==> config.mk <==
export PLATFORM = sky130hd
export DESIGN_NAME = reg_file
export DESIGN_NICKNAME = d
export VERILOG_FILES = /design/src/common/simple_processor_pkg.sv /design/src/design/reg_file.sv
export VERILOG_INCLUDE_DIRS = /design/src /design/src/common
export SDC_FILE = /design/constraint.sdc
export NUM_CORES = 2
export LEC_CHECK = 0
export BUFFER_PORTS_ARGS = -buffer_cell sky130_fd_sc_hd__buf_2
export CORE_MARGIN = 10
export CORE_UTILIZATION = 62
export CTS_CLUSTER_DIAMETER = 150
export DETAILED_ROUTE_END_ITERATION = 16
export HOLD_SLACK_MARGIN = 0.12
export PLACE_DENSITY = 0.79
export SYNTH_ARGS = -nofsm -noshare
export SYNTH_HDL_FRONTEND = slang
export SYNTH_SLANG_ARGS = --single-unit
==> constraint.sdc <==
create_clock -name clk_i -period 11.63 [get_ports clk_i]
set_clock_uncertainty 0.2 [all_clocks]
set_input_delay 0.5815 -clock clk_i [delete_from_list [all_inputs] [get_ports clk_i]]
set_output_delay 0.5815 -clock clk_i [all_outputs]
set_load 0.01 [all_outputs]
==> src/common/simple_processor_cfg.svh <==
//////////////////////////////////////////////////
// Execute slice configuration
//////////////////////////////////////////////////

`ifndef SIMPLE_PROCESSOR_CFG_SVH
`define SIMPLE_PROCESSOR_CFG_SVH

// Register and data width
`define DATA_WIDTH 32

// Architectural registers, r0 included
`define REG_COUNT 32

// Raw immediate field width
`define IMM_WIDTH 6

// Result buffer entries, equal to the issuer's starting credits
`define RES_DEPTH 4

// Starting credits toward the downstream consumer
`define RES_CREDITS 2

`endif
==> src/common/simple_processor_pkg.sv <==
//////////////////////////////////////////////////
// Execute slice types
//////////////////////////////////////////////////

package simple_processor_pkg;

`include "simple_processor_cfg.svh"

  // Operation codes, arithmetic group first
  typedef enum logic [3:0] {
    ADD  = 4'd0,
    SUB  = 4'd1,
    AND  = 4'd2,
    OR   = 4'd3,
    XOR  = 4'd4,
    ADDI = 4'd5,
    SLL  = 4'd6,
    SLLI = 4'd7,
    SLR  = 4'd8,  // Logical right
    SLRI = 4'd9
  } func_t;

  typedef logic [`DATA_WIDTH-1:0]            data_t;
  typedef logic [$clog2(`REG_COUNT)-1:0]     reg_addr_t;
  typedef logic [`IMM_WIDTH-1:0]             imm_t;

  // Result buffer bookkeeping
  typedef logic [$clog2(`RES_DEPTH)-1:0]     res_ptr_t;
  typedef logic [$clog2(`RES_DEPTH+1)-1:0]   res_cnt_t;
  typedef logic [$clog2(`RES_CREDITS+1)-1:0] credit_cnt_t;

  // Immediate widened to a full data word
  function automatic data_t sign_ext_imm(imm_t imm);
    return {{(`DATA_WIDTH-`IMM_WIDTH){imm[`IMM_WIDTH-1]}}, imm};
  endfunction

  // Shift group membership
  function automatic logic is_shift(func_t func);
    return (func == SLL) || (func == SLLI) || (func == SLR) || (func == SLRI);
  endfunction

endpackage

==> src/design/reg_file.sv <==
`timescale 1ns/100ps
//////////////////////////////////////////////////
// Register file
//////////////////////////////////////////////////

`include "simple_processor_cfg.svh"

module reg_file (
  input  logic                            clk_i,
  input  logic                            rst_n_i,
  // Read ports, combinational
  input  simple_processor_pkg::reg_addr_t rd_addr1_i,
  input  simple_processor_pkg::reg_addr_t rd_addr2_i,
  output simple_processor_pkg::data_t     rd_data1_o,
  output simple_processor_pkg::data_t     rd_data2_o,
  // Write port, lands on the next edge
  input  logic                            wr_en_i,
  input  simple_processor_pkg::reg_addr_t wr_addr_i,
  input  simple_processor_pkg::data_t     wr_data_i
);

  // No storage behind r0
  simple_processor_pkg::data_t regs_q [1:`REG_COUNT-1];

  logic wr_take;  // Write aimed at a real register

  assign wr_take = wr_en_i && (wr_addr_i != '0);

  //////////////////////////////////////////////////
  // Storage
  //////////////////////////////////////////////////

  always_ff @(posedge clk_i) begin
    if (!rst_n_i) begin
      for (int i = 1; i < `REG_COUNT; i++) begin
        regs_q[i] <= '0;  // All registers start at zero
      end
    end else if (wr_take) begin
      regs_q[wr_addr_i] <= wr_data_i;
    end
  end

  //////////////////////////////////////////////////
  // Read ports
  //////////////////////////////////////////////////

  always_comb begin
    if (rd_addr1_i == '0) begin
      rd_data1_o = '0;  // r0 hardwired
    end else begin
      rd_data1_o = regs_q[rd_addr1_i];
    end
  end

  always_comb begin
    if (rd_addr2_i == '0) begin
      rd_data2_o = '0;
    end else begin
      rd_data2_o = regs_q[rd_addr2_i];
    end
  end

endmodule

# Word level (Yosys, flattened, before mapping)
# Memory sizes are Yosys's and may differ from the RTL's.
# Cells that the tools add are included.
# word_totals
reg_bits	0
ram_bits	992
output_inout_bits	64
mem_count	1
# classes
n_mux	9
reduce_logical	5
# memory_table
memory	depth	word_bits	rd	rd_clocked_by_memory_dff	write_ports	line	rtl
regs_q	31	32	2	0	31	reg_file.sv:23	simple_processor_pkg::data_t regs_q [1:`REG_COUNT-1];
# ops
operator	count
$mux W32	3
$reduce_or A32 Y1	1
$logic_not A5 Y1	2
$mux W1	5
$mux W5	1
$reduce_bool A5 Y1	1
$logic_and A1 B1 Y1	1

# Longest topological paths before layout
# logic_depth
ltp_word	7
depth_mapped	9

# Least setup slack after synthesis
# Ideal clock, no wire load.
# synth_timing
path_type	in2reg
start	input port wr_addr_i[1]
end	memory regs_q[20][0] in the netlist's numbering (enable)
arrival_ps	3525
n_path_buf	1
required_ps	10964
stages	3
setup_time_ps	466
slack_ps	7439
path_cell_list	or3_1 > clkbuf_1 > o21ai_0
# synth_rtl
item	line	rtl
start: declaration	reg_file.sv:18	input simple_processor_pkg::reg_addr_t wr_addr_i,
end: declaration	reg_file.sv:23	

# Worst setup path after layout
# layout_timing
start	input port rd_addr1_i[2]
end	output port rd_data1_o[19]
# layout_via
elab_chain_len	2
# layout_rtl
item	line	rtl
start: declaration	reg_file.sv:12	input simple_processor_pkg::reg_addr_t rd_addr1_i,
$mem_v2 Z31 W32 or $logic_not A5 Y1 (tied branches)	--	
$mux W32 (*)	reg_file.sv:48	if (rd_addr1_i == '0) begin
end: declaration	reg_file.sv:14	output simple_processor_pkg::data_t rd_data1_o,
# Every way passes the cells marked *; elsewhere a longest branch is shown, timed or not.

==> impl_metrics.py <==
metrics = {
    "critical_path": {
        "path_max_fanout": 64,
        "arrival_ns": 5.21,
        "critical_path_class": "in -> out",
        "cp-start-kind": "input pin",
        "setup.worst_path.end_class": "primary output",
        "crit_required_ns": 10.85,
    },
    "routing": {
        "post-route-drc-count": 0,
        "first_pass_iters": 6,
        "drtIter0Drc": 6311,
        "finalWirelength_um": 173000,
        "avgRoutedWirePerCell_um": 36.8,
        "routed_via_density": 7.52,
        "ant_nets": 0,
        "vias": 35400,
    },
    "logic_synthesis": {
        "synth_area_sq_um": 54200,
        "synth_area_per_cell_sq_um": 15.5,
        "synth_warnings": 0,
        "ys_seq_area_share_pct": 56.7,
        "synth_top_cells_by_area": "edfxtp_1, mux4_2, and2_1, mux2i_1, clkbuf_1",
        "yosysTopAreaCell": "edfxtp_1",
        "synth_seq_cells": 1024,
        "postSynthCellCount": 3507,
        "synth_top_area_share_pct": 56.7,
        "synthDistinctLibCells": 41,
    },
    "clock_tree": {
        "ctsRootBufferMaster": "clkbuf_16",
        "post_cts_buffers": 0,
        "tritoncts": "built",
        "clock_path_buffers": 3,
        "cts.sinks": 1024,
        "h-tree-depth": 3,
        "holdBufCountCts": 0,
        "cts_resized": 0,
        "cts_buffers": 105,
        "clkTransAtPathRegs_ns": 0.06,
    },
    "floorplan": {
        "die_area_sq_um": 99700,
        "core-area_sq_um": 86800,
        "start_util_pct": 62.5,
        "die_w_um": 316,
        "die_h_um": 316,
        "fp-row-count": 108,
        "ioPinCount": 114,
    },
    "timing": {
        "fmax_ghz": 0.167,
        "fin_crit_ns": 5.99,
        "worst-slew-pin-transition_ns": 1.24,
        "finalCritPeriodShare_pct": 51.5,
        "setup_violations": 0,
        "rsz0062_at_grt": "false",
        "finalHoldViolations": 0,
        "final.setup.tns_ns": 0,
        "slew_headroom_pct": 17.0,
        "drv_slew": 0,
    },
    "place": {
        "post-dp-hpwl_um": 101000,
        "gp_congestion": 0.896,
        "io_buffer_count": 113,
        "dp_cells": 4504,
    },
    "final_layout": {
        "syn_to_final_growth_pct": 9.12,
        "top_register": "regs_q",
        "largest_reg_flops": 1024,
        "largest_registers": "regs_q (1024)",
        "fin_cells": 4706,
        "drive_above_1_share_pct": 25.9,
        "final_nets": 3506,
    },
    "global_routing": {
        "grt_max_degree": 157,
        "grt_pass1_wl_um": 248000,
        "grt_pass1_vias": 36000,
        "grt.overflow.total": 0,
        "grt.total_usage_pct": 34.5,
        "antenna_found_initial": 18,
    },
    "pwr": {
        "p_leak_uw": 0.0202,
        "ir_drop_mv": 0.134,
        "powerDensity_nw_per_um2": 149,
        "power_uw": 8800,
    },
    "flow_run": {
        "max-cap-violations": 0,
    },
    "outcome": {
        "status": "finished, final reports clean",
    },
    "worst_hold_path": {
        "holdCritPathClass": "in -> reg",
    },
}
## cells in the mapped netlist
cell type  number
mux2_2         30
nor2_1         35
buf_4          39
clkbuf_1      275
inv_1           1
a31o_2          1
and4b_1         1
edfxtp_1     1024
buf_1           9
mux2i_1       154
nor2b_1        15
a221oi_1        3
nand3b_1        5
and3_1          2
o221ai_1       27
o21ai_0        33
nor4b_2         1
a21oi_1        10
buf_6          19
buf_2          46
nor4_1          8
or3_1           3
a22o_1         51
a2111oi_0       8
nand4b_1        2
or2_2           2
a22oi_1        18
mux4_2        470
a2111oi_1      21
nor3_1         54
conb_1          1
o211a_1         2
a211oi_1       34
nand3_1         5
nand2b_1        6
nand2_1         8
o22ai_1        79
nand4_1         1
or3b_2          4
a32o_1          4
and2_1        996
## logic make-up (layout without fill, tap and decap cells)
| family | Yosys count | in the layout | share of synthesized area [%] |
|---|---|---|---|
| simple gates | 1148 | 1148 | 13.0 |
| flops | 1024 | 1024 | 56.7 |
| mux | 654 | 654 | 23.0 |
| buf+inv | 389 | 390 | 3.33 |
| compound gates | 291 | 291 | 3.98 |
| other cells | 1 | 44 | 0.00692 |
## critical path: stages
cell	delay, ns
buf_6	0.36
buf_4	0.75
buf_4	0.95
or3b_2	0.98
o22ai_1	0.32
a2111oi_1	0.15
nor3_1	0.74
buf_2	0.27
## area by class of cell
type,count,area [sq um]
inverters,1,3.75
repair buffers,199,1290
flip-flops and latches,1024,30700
clock inverters,57,561
clock buffers,133,2780
multi-input cells,2125,22300
fillers,5652,27600
well taps,1155,1450
diodes,12,30.0
## routing by layer
metal	up-vias	wire, um	global-route usage (%)
li1	13500	-	-
met1	17700	55700	43.8
met2	3415	80100	53.2
met3	787	24100	8.59
met4	12	13100	22.2
met5	-	92	0
## cell usage in the layout (no fill, tap or decap), types with 26 or more instances in the layout
cell and instances:
edfxtp_1 1024, o21ai_4 31, clkbuf_1 26, mux2_2 30, conb_1 32, o221ai_1 27, nor3_1 54, mux4_2 470
a22o_1 51, clkbuf_16 107, mux2i_1 154, o22ai_1 79, buf_2 107, and2_1 995, a211oi_1 34, buf_4 84
## final timing paths
kind                      start              to  slack (ns)  cells past startpoint
hold / removal     wr_data_i[5]    regs_q[0][5]        0.20                      1
setup / recovery  rd_addr1_i[2]  rd_data1_o[19]        5.64                      8
## stage by stage
step                      hold WS, ns  area, sq um  util [%]  setup WS [ns]
final                           0.196        59200      68.2           5.64
after global routing            0.205        59100      68.2           5.67
after CTS                       0.176        59100      68.2           5.89
after detailed placement        0.889        55800      64.3           5.91
after global placement          0.879        55800      64.3           6.02
after floorplan                 0.480        54300         -           7.44
## power breakdown
group | switching (uW) | internal, uW
Sequential | 119 | 4270
Combinational | 622 | 429
Clock | 1430 | 1920
Total | 2180 | 6620
Power figures use the tool's default switching activity.
