==> src/common/simple_processor_cfg.svh <==
//////////////////////////////////////////////////
// Execute slice configuration
//////////////////////////////////////////////////

`ifndef SIMPLE_PROCESSOR_CFG_SVH
`define SIMPLE_PROCESSOR_CFG_SVH

// Register and data width
`define DATA_WIDTH 32

// Architectural registers, r0 included
`define REG_COUNT 32

// Raw immediate field width
`define IMM_WIDTH 6

// Result buffer entries, equal to the issuer's starting credits
`define RES_DEPTH 4

// Starting credits toward the downstream consumer
`define RES_CREDITS 2

`endif
==> src/common/simple_processor_pkg.sv <==
//////////////////////////////////////////////////
// Execute slice types
//////////////////////////////////////////////////

package simple_processor_pkg;

`include "simple_processor_cfg.svh"

  // Operation codes, arithmetic group first
  typedef enum logic [3:0] {
    ADD  = 4'd0,
    SUB  = 4'd1,
    AND  = 4'd2,
    OR   = 4'd3,
    XOR  = 4'd4,
    ADDI = 4'd5,
    SLL  = 4'd6,
    SLLI = 4'd7,
    SLR  = 4'd8,  // Logical right
    SLRI = 4'd9
  } func_t;

  typedef logic [`DATA_WIDTH-1:0]            data_t;
  typedef logic [$clog2(`REG_COUNT)-1:0]     reg_addr_t;
  typedef logic [`IMM_WIDTH-1:0]             imm_t;

  // Result buffer bookkeeping
  typedef logic [$clog2(`RES_DEPTH)-1:0]     res_ptr_t;
  typedef logic [$clog2(`RES_DEPTH+1)-1:0]   res_cnt_t;
  typedef logic [$clog2(`RES_CREDITS+1)-1:0] credit_cnt_t;

  // Immediate widened to a full data word
  function automatic data_t sign_ext_imm(imm_t imm);
    return {{(`DATA_WIDTH-`IMM_WIDTH){imm[`IMM_WIDTH-1]}}, imm};
  endfunction

  // Shift group membership
  function automatic logic is_shift(func_t func);
    return (func == SLL) || (func == SLLI) || (func == SLR) || (func == SLRI);
  endfunction

endpackage

==> src/design/exec_pipe.sv <==
`timescale 1ns/100ps
//////////////////////////////////////////////////
// Execute pipe and credit control
//////////////////////////////////////////////////

`include "simple_processor_cfg.svh"

module exec_pipe (
  input  logic                            clk_i,
  input  logic                            rst_n_i,
  // Issue side
  input  logic                            iss_valid_i,
  input  simple_processor_pkg::func_t     iss_func_i,
  input  simple_processor_pkg::reg_addr_t iss_rs1_i,
  input  simple_processor_pkg::reg_addr_t iss_rs2_i,
  input  simple_processor_pkg::reg_addr_t iss_rd_i,
  input  simple_processor_pkg::imm_t      iss_imm_i,
  output logic                            iss_credit_o,  // One pulse per freed entry
  // Result side
  input  logic                            res_credit_i,
  output logic                            res_valid_o,
  output simple_processor_pkg::reg_addr_t res_rd_o,
  output simple_processor_pkg::data_t     res_data_o,
  // Toward register file and ALU
  output simple_processor_pkg::reg_addr_t op_rs1_o,
  output simple_processor_pkg::reg_addr_t op_rs2_o,
  output simple_processor_pkg::func_t     op_func_o,
  output simple_processor_pkg::imm_t      op_imm_o,
  input  simple_processor_pkg::data_t     alu_result_i,
  output logic                            wr_en_o,
  output simple_processor_pkg::reg_addr_t wr_addr_o,
  output simple_processor_pkg::data_t     wr_data_o
);

  logic                            iss_vld_q;  // Issue register occupied
  simple_processor_pkg::func_t     func_q;
  simple_processor_pkg::reg_addr_t rs1_q, rs2_q, rd_q;
  simple_processor_pkg::imm_t      imm_q;

  simple_processor_pkg::reg_addr_t buf_rd_q   [`RES_DEPTH];
  simple_processor_pkg::data_t     buf_data_q [`RES_DEPTH];
  simple_processor_pkg::res_ptr_t  wr_ptr_q, rd_ptr_q;
  simple_processor_pkg::res_cnt_t  count_q;       // Entries held
  simple_processor_pkg::credit_cnt_t credit_q;    // Downstream credits left
  logic push, pop, buf_empty, buf_full;

  //////////////////////////////////////////////////
  // Issue register
  //////////////////////////////////////////////////

  always_ff @(posedge clk_i) begin
    if (!rst_n_i) iss_vld_q <= 1'b0;
    else          iss_vld_q <= iss_valid_i;
  end

  always_ff @(posedge clk_i) begin
    if (iss_valid_i) begin
      func_q <= iss_func_i;
      rs1_q  <= iss_rs1_i;
      rs2_q  <= iss_rs2_i;
      rd_q   <= iss_rd_i;
      imm_q  <= iss_imm_i;
    end
  end

  assign op_rs1_o  = rs1_q;  // Operands read during the issue cycle
  assign op_rs2_o  = rs2_q;
  assign op_func_o = func_q;
  assign op_imm_o  = imm_q;

  // Writeback independent of the result side
  assign wr_en_o   = iss_vld_q;
  assign wr_addr_o = rd_q;
  assign wr_data_o = alu_result_i;

  //////////////////////////////////////////////////
  // Result buffer
  //////////////////////////////////////////////////

  assign push      = iss_vld_q;
  assign buf_empty = (count_q == '0);
  assign buf_full  = (count_q == simple_processor_pkg::res_cnt_t'(`RES_DEPTH));
  assign res_valid_o = (credit_q != '0) && !buf_empty;
  assign pop       = res_valid_o;  // Send and drop in one cycle
  assign res_rd_o   = buf_rd_q[rd_ptr_q];
  assign res_data_o = buf_data_q[rd_ptr_q];

  always_ff @(posedge clk_i) begin
    if (push) begin
      buf_rd_q[wr_ptr_q]   <= rd_q;
      buf_data_q[wr_ptr_q] <= alu_result_i;
    end
  end

  always_ff @(posedge clk_i) begin
    if (!rst_n_i) begin
      wr_ptr_q     <= '0;
      rd_ptr_q     <= '0;
      count_q      <= '0;
      credit_q     <= simple_processor_pkg::credit_cnt_t'(`RES_CREDITS);
      iss_credit_o <= 1'b0;
    end else begin
      if (push) wr_ptr_q <= (wr_ptr_q == `RES_DEPTH-1) ? '0 : wr_ptr_q + 1'b1;
      if (pop)  rd_ptr_q <= (rd_ptr_q == `RES_DEPTH-1) ? '0 : rd_ptr_q + 1'b1;
      count_q  <= count_q + push - pop;
      credit_q <= credit_q + res_credit_i - pop;  // Return and spend may coincide
      iss_credit_o <= pop;  // Freed slot goes back to the issuer
    end
  end

  // Issue credits cap the occupancy at the depth
  no_push_when_full: assert property (@(posedge clk_i) disable iff (!rst_n_i)
    push |-> !buf_full)
    else $error("push into a full result buffer");

  // Consumer never returns more than it was given
  credit_in_range: assert property (@(posedge clk_i) disable iff (!rst_n_i)
    credit_q <= `RES_CREDITS)
    else $error("downstream credit count above its start value");

endmodule

==> config.mk <==
export PLATFORM = sky130hd
export DESIGN_NAME = exec_pipe
export DESIGN_NICKNAME = d
export VERILOG_FILES = /design/src/common/simple_processor_pkg.sv /design/src/design/exec_pipe.sv
export VERILOG_INCLUDE_DIRS = /design/src /design/src/common
export SDC_FILE = /design/constraint.sdc
export NUM_CORES = 1
export LEC_CHECK = 0
export BUFFER_PORTS_ARGS = -buffer_cell sky130_fd_sc_hd__buf_2
export CAP_MARGIN = 20
export CORE_ASPECT_RATIO = 0.75
export CORE_MARGIN = 3
export CORE_UTILIZATION = 35
export CTS_BUF_LIST = sky130_fd_sc_hd__clkbuf_2
export DETAILED_ROUTE_END_ITERATION = 10
export PLACE_DENSITY = 0.64
export SYNTH_ARGS = -nofsm -noshare
export SYNTH_HDL_FRONTEND = slang
export SYNTH_SLANG_ARGS = --single-unit
==> constraint.sdc <==
create_clock -name clk_i -period 2.2 [get_ports clk_i]
set_clock_uncertainty 0.15 [all_clocks]
set_input_delay 0.22 -clock clk_i [delete_from_list [all_inputs] [get_ports clk_i]]
set_output_delay 0.22 -clock clk_i [all_outputs]
set_load 0.02 [all_outputs]
# Word-level counts from Yosys, hierarchy flattened
# Memories as Yosys holds them, arrays and structs flattened. A register that Yosys moved wholly into a read port is not among the register bits.
# Index checks and enable logic that the tools add are counted.
[classes]
n_addsub = 6
n_mul = 0
div = 0
order_cmp = 0
n_eq_ne = 2
shifts = 0
muxes = 8
n_bitwise = 0
n_reduce_logical = 4
[ops]
columns = ["op", "n"]
rows = [
  ["$mux 2", 6],
  ["$add 2x1->2 const B", 2],
  ["$eq 2x2->1 const B", 2],
  ["$add 3x1->3", 1],
  ["$logic_not 3->1", 1],
  ["$sub 3x1->3", 1],
  ["$add 2x1->2", 1],
  ["$mux 1", 2],
  ["$reduce_bool 2->1", 1],
  ["$sub 2x1->2", 1],
  ["$logic_and 1x1->1", 1],
  ["$logic_not 1->1", 1],
]
[totals]
reg_bits = 36
latch_bits = 0
ramBits = 148
rom_bits = 0
memories = 2
[mem_list]
columns = ["name", "words", "width", "read_ports", "rd_clocked_by_memory_dff", "write_ports", "line_no", "text"]
rows = [
  ["buf_data_q", 4, 32, 1, 1, 1, "exec_pipe.sv:41", "simple_processor_pkg::data_t buf_data_q [`RES_DEPTH];"],
  ["buf_rd_q", 4, 5, 1, 1, 1, "exec_pipe.sv:40", "simple_processor_pkg::reg_addr_t buf_rd_q [`RES_DEPTH];"],
]

# Logic depth before layout (Yosys ltp)
# Gate-level depths: netlist of the first run.
[depth]
depth_word = 5
depth_mapped = 7

# Worst setup path before layout of the first run
# Ideal clock, no wire load.
[synth_timing]
path_kind = "register -> register"
startpoint = "register iss_vld_q (netlist: wr_en_o)"
endpoint = "memory buf_data_q[0][0] in the netlist's numbering (enable)"
arrival_time_ps = 1512
required_time_ps = 1652
slack_ps = 140
stages_incl_launch_ff = 2
n_path_buf = 0
synth_period_minus_slack_ps = 2060
cell_sequence = "dfxtp_1 -> and2_1"
[synth_between]
elab_chain_len = 2
[synth_rtl]
columns = ["item", "line_no", "text"]
rows = [
  ["start: declaration", "exec_pipe.sv:35", "logic iss_vld_q;"],
  ["start signal: assignment", "exec_pipe.sv:53", "else iss_vld_q <= iss_valid_i;"],
  ["$mux 1", "exec_pipe.sv:89", "if (push) begin"],
  ["$mux 1 (not written as such)", "exec_pipe.sv:91", "buf_data_q[wr_ptr_q] <= alu_result_i;"],
  ["end: declaration", "exec_pipe.sv:41", ""],
]
# No other way between the ends.

==> results of run 1 <==
## flip-flops by register name, summed over array words and instances (netlist names), 3 cells and up, named ones only
name / count
op_rs2_o: 5
buf_rd_q: 20
op_rs1_o: 5
wr_addr_o: 5
buf_data_q: 128
op_func_o: 4
count_q: 3
op_imm_o: 6
## cell families (layout without fill, tap and decap cells)
| kind of cell | count (synthesis) | count (layout) |
|---|---|---|
| muxes | 40 | 40 |
| adders and majority gates | 8 | 8 |
| and+or+nand+nor | 26 | 26 |
| xor gates and xnor gates | 2 | 2 |
| AOI/OAI and AO/OA | 7 | 7 |
| DFF | 186 | 186 |
| buffers and inverters | 45 | 333 |
## final timing paths
path | start | endpoint | slack, ns | cells after the start
setup / recovery | flip-flop | res_data_o[8] | -0.31 | 4
hold / removal | alu_result_i[4] | buf_data_q[0][4]$_DFFE_PP_ | 0.11 | 2
setup reg to reg | credit_q[0]$_SDFF_PN0_ | count_q[1]$_SDFF_PN0_ | 0.26 | 6
hold reg to reg | rd_ptr_q[1]$_SDFFE_PN0P_ | rd_ptr_q[1]$_SDFFE_PN0P_ | 0.38 | 2
## metrics by stage
step / power (mW) / std cells / TNS (ns) / setup slack [ns] / instance area (um2)
after floorplan: 6.10 / 314 / 0 / 0.140 / 7000
after global placement: 6.75 / 697 / 0 / 0.323 / 7890
after detailed placement: 6.80 / 697 / 0 / 0.269 / 7890
after CTS: 9.24 / 852 / -14.70 / -0.439 / 9510
after global routing: 9.80 / 855 / -16.90 / -0.506 / 9620
final: 9.32 / 855 / -10.00 / -0.312 / 9620
## area by class of cell
type	instances	share of cell area [%]
multi-input cells	83	12.3
repair buffers	296	24.8
clock inverters	15	1.65
flip-flops and latches	186	56.8
inverters	5	0.195
well taps	253	3.29
clock buffers	17	0.885
## synthesized netlist by cell type
library cell               count
sky130_fd_sc_hd__edfxtp_1    173
sky130_fd_sc_hd__buf_4        32
sky130_fd_sc_hd__mux4_2       30
sky130_fd_sc_hd__dfxtp_1      13
sky130_fd_sc_hd__and2_1        8
sky130_fd_sc_hd__ha_1          7
sky130_fd_sc_hd__mux4_1        7
sky130_fd_sc_hd__nand2_1       6
sky130_fd_sc_hd__nor2_1        6
sky130_fd_sc_hd__inv_1         5
sky130_fd_sc_hd__o21ai_0       4
sky130_fd_sc_hd__buf_12        3
sky130_fd_sc_hd__buf_2         3
sky130_fd_sc_hd__a21oi_1       2
sky130_fd_sc_hd__mux2i_1       2
sky130_fd_sc_hd__nand2b_1      2
sky130_fd_sc_hd__xnor2_1       2
sky130_fd_sc_hd__buf_6         1
sky130_fd_sc_hd__clkbuf_2      1
sky130_fd_sc_hd__fa_1          1
sky130_fd_sc_hd__mux2_2        1
sky130_fd_sc_hd__nand3_1       1
sky130_fd_sc_hd__nor3_1        1
sky130_fd_sc_hd__o32ai_2       1
sky130_fd_sc_hd__or2_2         1
sky130_fd_sc_hd__or3_1         1
## critical path: stages (launching register included)
cell                      delay, ns
sky130_fd_sc_hd__dfxtp_4       0.46
sky130_fd_sc_hd__buf_4         0.14
sky130_fd_sc_hd__buf_12        0.12
sky130_fd_sc_hd__mux4_2        0.50
sky130_fd_sc_hd__buf_2         0.18
## power breakdown
group	leakage (nW)	internal [mW]	switching, mW	total, mW
clock	0.148	0.458	1.24	1.70
combinational	1.70	1.83	1.61	3.45
sequential	1.70	4.06	0.110	4.17
total	3.54	6.35	2.96	9.32
## repair_timing
action | in CTS | in global routing
setup endpoints to repair | 38 | 38
hold buffers | 111 | 3
gates cloned | 3 | 0
pin swaps | 1 | 1
endpoints found under the hold margin | 191 | 7
gates resized for setup | 41 | 34
buffers inserted | 9 | 1
## per-layer routing
| layer | global-route usage [%] | vias up |
|---|---|---|
| met2 | 23.1 | 136 |
| met1 | 17.7 | 1955 |
| met3 | 4.94 | 20 |
| met4 | 5.14 | 0 |
| li1 | - | 1780 |
| met5 | 0 | - |
==> reports/metrics.csv, run 1 <==
stage,metric,value,unit
clocking,cts_max_path_buffers,2,
timing,setup-violations-final,37,
global_routing,number_of_antenna_violations_at_the_first_check_in_global_routing,0,
critical_path,crit_type,reg2out,
finish,area_growth_syn_to_layout,37.4,%
status,status,"finished, violations left",
synthesis,yosysWarningCount,0,
floorplanning,die_x,169,um
detailed_routing,met2_length,7210,um
clocking,tritoncts,yes,
detailed_routing,drt_via_density,4.55,
timing,finalMaxSlewViolations,0,
finish,multi_input_area,0.00119,mm2
synthesis,synth_area_leader_cell,sky130_fd_sc_hd__edfxtp_1,
synthesis,synth_cell_area,0.00700,mm2
detailed_routing,route.top_layer_used,met4,
detailed_routing,drt_pre_antenna_iters,4,
clocking,cts-buffers-inserted,17,
synthesis,synth.top_cells.by_area,"sky130_fd_sc_hd__edfxtp_1 (74%), sky130_fd_sc_hd__mux4_2 (9.7%), sky130_fd_sc_hd__dfxtp_1 (3.7%)",
synthesis,synth_top_cell_area_share,74.2,%
finish,antenna_diodes,0,
clocking,worst_setup_hold_path_clk_slew,0.28,ns
synthesis,synth_simple_gate_area_share,1.86,%
timing,slew_headroom,61.8,%
global_routing,grt_pass1_wl,22900,um
status,violations,setup timing,
synthesis,synth_compound_area_share,0.662,%
synthesis,post_synth_inst_count,314,
floorplanning,fp.dieArea,0.0217,mm2
synthesis,synth-seq-area-share,78.0,%
clocking,source_to_sink_clock_delay_at_the_later_pin_of_the_worst_skew_pair,0.73,ns
critical_path,worst_setup_path_start_kind,flip-flop,
timing,whs,0.112,ns
synthesis,postSynthNetCount,383,
clocking,number_of_h_tree_branching_levels,4,
placement,routabilityCongestion,0.715,
power_and_ir_drop,power_density,969,mW/mm2
synthesis,post_synth_fa_ha_maj_area_fraction,1.54,%
detailed_routing,routedWlPerCell,17.3,um
placement,hpwlAfterDp,8630,um
critical_path,cp.arrival,2.14,ns
floorplanning,starting_density,35.9,%
clocking,clockRootBuffer,sky130_fd_sc_hd__clkbuf_2,
detailed_routing,met3_length,934,um
critical_path,timing.critical_path.required,1.83,ns
finish,final_cell_utilization_of_the_core,49.4,%
floorplanning,fp.dieH,128,um
synthesis,muxShareOfSynthArea,12.7,%
clocking,clock-sinks,186,
timing,layout_worst_path_cycle_share,114,%
floorplanning,core.rowCount,44,
floorplanning,num_io_pins,158,
critical_path,end_kind,output port,
timing,timing_worst_slew_pin_value,0.573,ns
global_routing,grt_max_degree,27,
finish,mostFrequentLayoutCell,sky130_fd_sc_hd__edfxtp_1,
power_and_ir_drop,irDropWorstVdd,0.498,mV
finish,post_route_cells_drive_above_1_share,43.0,%
timing,finalHoldViolations,0,
global_routing,global_route.overflow_total,0,
power_and_ir_drop,power.static_leakage,3.54,nW
global_routing,grt_usage,14.2,%
detailed_routing,finalWirelength,14800,um
detailed_routing,wl_met1,6410,um
synthesis,syn-mean-instance-area,22.3,um2
finish,commonest_cells_after_routing_fill_and_taps_aside,"sky130_fd_sc_hd__edfxtp_1 (173), sky130_fd_sc_hd__buf_2 (128), sky130_fd_sc_hd__dlygate4sd3_1 (114)",
timing,period_minus_ws_final,2.51,ns
global_routing,first_global_vias,4251,
detailed_routing,antenna_left,0,
synthesis,synth.lib_cells_used.distinct,26,
detailed_routing,detailroute.via_count,3891,
timing,setup_slack,-0.312,ns
finish,layout.nets,658,
synthesis,yosys_register_bits,186,
detailed_routing,drt_iter0_markers,205,
critical_path,crit_path_max_fanout,6,
hold_path,worst_hold_path_type,in2reg,
detailed_routing,remaining_drc_errors,0,
timing,rsz0062_at_grt,yes,
timing,achievable-frequency,0.398,GHz
finish,register_area,0.00546,mm2
job,drv.max_cap_violation_count,0,
placement,buffers_on_ports,157,
finish,final.fill_count,1602,
floorplanning,coreArea,0.0195,mm2
synthesis,synth_xor_area_share,0.250,%
synthesis,synth_top_family_by_area,multiplexers,
(Power assumes the default switching activity.)
==> inputs of run 2 (changes only) <==
==> constraint.sdc (replaced) <==
create_clock -name clk_i -period 2.2 [get_ports clk_i]
set_clock_uncertainty 0.15 [all_clocks]
set_input_delay 0.22 -clock clk_i [delete_from_list [all_inputs] [get_ports clk_i]]
set_output_delay 0.22 -clock clk_i [all_outputs]
set_load 0.1 [all_outputs]
==> run 2 against run 1 <==
  * The run still ends with setup timing left
  * Worst hold slack better by 0.011 ns
  * Clock power shrank 3%
  * Critical path depth unchanged
  * Register-to-register slack worse by 0.02 ns
  * Core utilization fell by 0.48 points
  * Critical endpoint is now res_rd_o[4]
  * Critical path type unchanged
  * Total power is 29% higher
  * First-iteration DRC count is 8.3% higher
  * Die area did not move
  * Clock-buffer cell count unchanged
  * Sequential share of layout area grew 0.61 points
  * Largest cell class unchanged
  * Wire length shrank 3.9%
  * Combinational power rose by 79%
==> reports/metrics.csv, run 2 (synthesis gave the netlist of run 1 again) <==
stage,metric,value,unit
timing,timing_worst_slew_pin_value,0.546,ns
critical_path,end_kind,output port,
detailed_routing,antenna_left,0,
clocking,worst_setup_hold_path_clk_slew,0.23,ns
finish,stdcell_area,0.00952,mm2
global_routing,number_of_antenna_violations_at_the_first_check_in_global_routing,0,
finish,area_growth_syn_to_layout,36.1,%
critical_path,critical_path.reg2reg.endpoint,count_q[2]$_SDFF_PN0_,
floorplanning,core.rowCount,44,
finish,final.fill_count,1607,
timing,setup_slack,-0.293,ns
critical_path,critical_path.max_stage_delay,0.54,ns
clocking,source_to_sink_clock_delay_at_the_later_pin_of_the_worst_skew_pair,0.71,ns
floorplanning,fp.dieH,128,um
timing,rsz0062_at_grt,yes,
critical_path,kind_of_cell_adding_the_most_delay_to_the_critical_path,multiplexers,
critical_path,cp.depth,4,
timing,period_minus_ws_final,2.49,ns
power_and_ir_drop,power_density,1260,mW/mm2
critical_path,timing.critical_path.required,1.83,ns
detailed_routing,routedWlPerCell,17.1,um
placement,post_dp_cell_area,0.00794,mm2
timing,whs,0.123,ns
floorplanning,die_x,169,um
detailed_routing,remaining_drc_errors,0,
finish,commonest_cells_after_routing_fill_and_taps_aside,"sky130_fd_sc_hd__edfxtp_1 (173), sky130_fd_sc_hd__buf_2 (114), sky130_fd_sc_hd__dlygate4sd3_1 (95)",
timing,finalMaxSlewViolations,0,
global_routing,grtUsageMet3,5.50,%
critical_path,cp.arrival,2.12,ns
hold_path,worst_hold_startpoint,alu_result_i[31],
global_routing,busiest_layer,met2,
job,drv.max_cap_violation_count,0,
finish,mostFrequentLayoutCell,sky130_fd_sc_hd__edfxtp_1,
critical_path,critical_path_cell_by_cell,buf_4 > buf_8 > mux4_2 > buf_12,
finish,post_route_cells_drive_above_1_share,44.2,%
critical_path,critical-path-slowest-cell,sky130_fd_sc_hd__mux4_2,
global_routing,grt_usage,13.3,%
finish,final_cell_utilization_of_the_core,48.9,%
hold_path,worst_hold_path_type,in2reg,
critical_path,reg2reg_path_depth,7,
global_routing,globalRouteMet1Util,17.2,%
status,status,"finished, violations left",
clocking,tritoncts,yes,
floorplanning,fp.dieArea,0.0217,mm2
hold_path,hold_depth,2,
global_routing,grt_pass1_wl,21600,um
critical_path,crit_type,reg2out,
floorplanning,starting_density,35.9,%
critical_path,cp_num_buf_inv,3,
clocking,cts_max_path_buffers,2,
timing,finalHoldViolations,0,
detailed_routing,detailroute.via_count,3798,
timing,slew_headroom,63.6,%
global_routing,grt_max_degree,33,
status,violations,setup timing,
critical_path,reg2reg_slack,0.24,ns
finish,antenna_diodes,0,
power_and_ir_drop,irDropWorstVdd,0.666,mV
clocking,clockRootBuffer,sky130_fd_sc_hd__clkbuf_2,
detailed_routing,drt_pre_antenna_iters,4,
placement,routabilityCongestion,0.685,
clocking,cts-buffers-inserted,17,
timing,achievable-frequency,0.401,GHz
placement,hpwlAfterDp,8590,um
clocking,clock-sinks,186,
finish,layout.nets,635,
critical_path,timing.rr.start,count_q[1]$_SDFF_PN0_,
finish,top_register,buf_data_q,
floorplanning,num_io_pins,158,
power_and_ir_drop,power.static_leakage,3.47,nW
global_routing,first_global_vias,3922,
detailed_routing,drt_iter0_markers,222,
power_and_ir_drop,total_power,12.0,mW
detailed_routing,drt_via_density,4.56,
critical_path,crit_path_max_fanout,5,
floorplanning,coreArea,0.0195,mm2
timing,layout_worst_path_cycle_share,113,%
global_routing,met2_usage,21.4,%
hold_path,whs_endpoint,buf_data_q[3][31]$_DFFE_PP_,
timing,setup-violations-final,37,
critical_path,worst_setup_path_start_kind,flip-flop,
placement,buffers_on_ports,157,
detailed_routing,finalWirelength,14200,um
finish,largest_reg_flops,128,
clocking,number_of_h_tree_branching_levels,4,
global_routing,global_route.overflow_total,0,
[run 2: what timing repair did]
| action | 4_1_cts | 5_1_grt |
|---|---|---|
| hold buffers | 88 | 7 |
| hold endpoints to repair | 191 | 18 |
| cloned | 0 | 0 |
| buffers inserted | 6 | 2 |
| endpoints found under the setup margin | 38 | 43 |
| pin swaps | 1 | 0 |
| resized for setup | 92 | 18 |
[run 2: power by group]
group	total [mW]	switching, mW	internal, mW
sequential	4.20	0.129	4.07
combinational	6.17	4.22	1.95
clock	1.65	1.12	0.524
total	12.0	5.47	6.54
[run 2: worst max-delay path by stage]
stage | from | endpoint
finish | flip-flop | res_rd_o[4]
global route | flip-flop | res_rd_o[0]
CTS | flip-flop | res_rd_o[4]
detailed placement | flip-flop | res_rd_o[4]
global placement | flip-flop | res_data_o[4]
floorplan | count_q[1]$_SDFF_PN0_ | count_q[2]$_SDFF_PN0_
[run 2: worst reg2reg max path, stage by stage (launching register included)]
cell	delay [ns]
sky130_fd_sc_hd__dfxtp_4	0.41
sky130_fd_sc_hd__o32ai_4	0.30
sky130_fd_sc_hd__or2_2	0.18
sky130_fd_sc_hd__nand2_1	0.05
sky130_fd_sc_hd__ha_1	0.19
sky130_fd_sc_hd__fa_1	0.39
sky130_fd_sc_hd__xnor2_1	0.16
sky130_fd_sc_hd__nor2_1	0.05
[run 2: layout make-up]
type | instances | area [um2] | area share, %
Sequential cell | 186 | 5470 | 57.4
Timing Repair Buffer | 273 | 2290 | 24.0
Multi-Input combinational cell | 83 | 1190 | 12.5
Tap cell | 253 | 317 | 3.32
Clock inverter | 15 | 150 | 1.58
Clock buffer | 17 | 85.1 | 0.893
Inverter | 5 | 21.3 | 0.223
[run 2: stage by stage]
step | worst slack [ns] | cells | TNS, ns
final | -0.293 | 832 | -9.55
after global routing | -0.492 | 832 | -16.53
after CTS | -0.443 | 823 | -14.36
after detailed placement | 0.217 | 697 | 0
after global placement | 0.226 | 697 | 0
after floorplan | 0.213 | 314 | 0
[run 2: layer usage]
layer / up-vias / wire length [um]
met5: - / 0
met4: 0 / 81
met3: 5 / 1090
met2: 145 / 6930
met1: 1913 / 6140
li1: 1735 / -
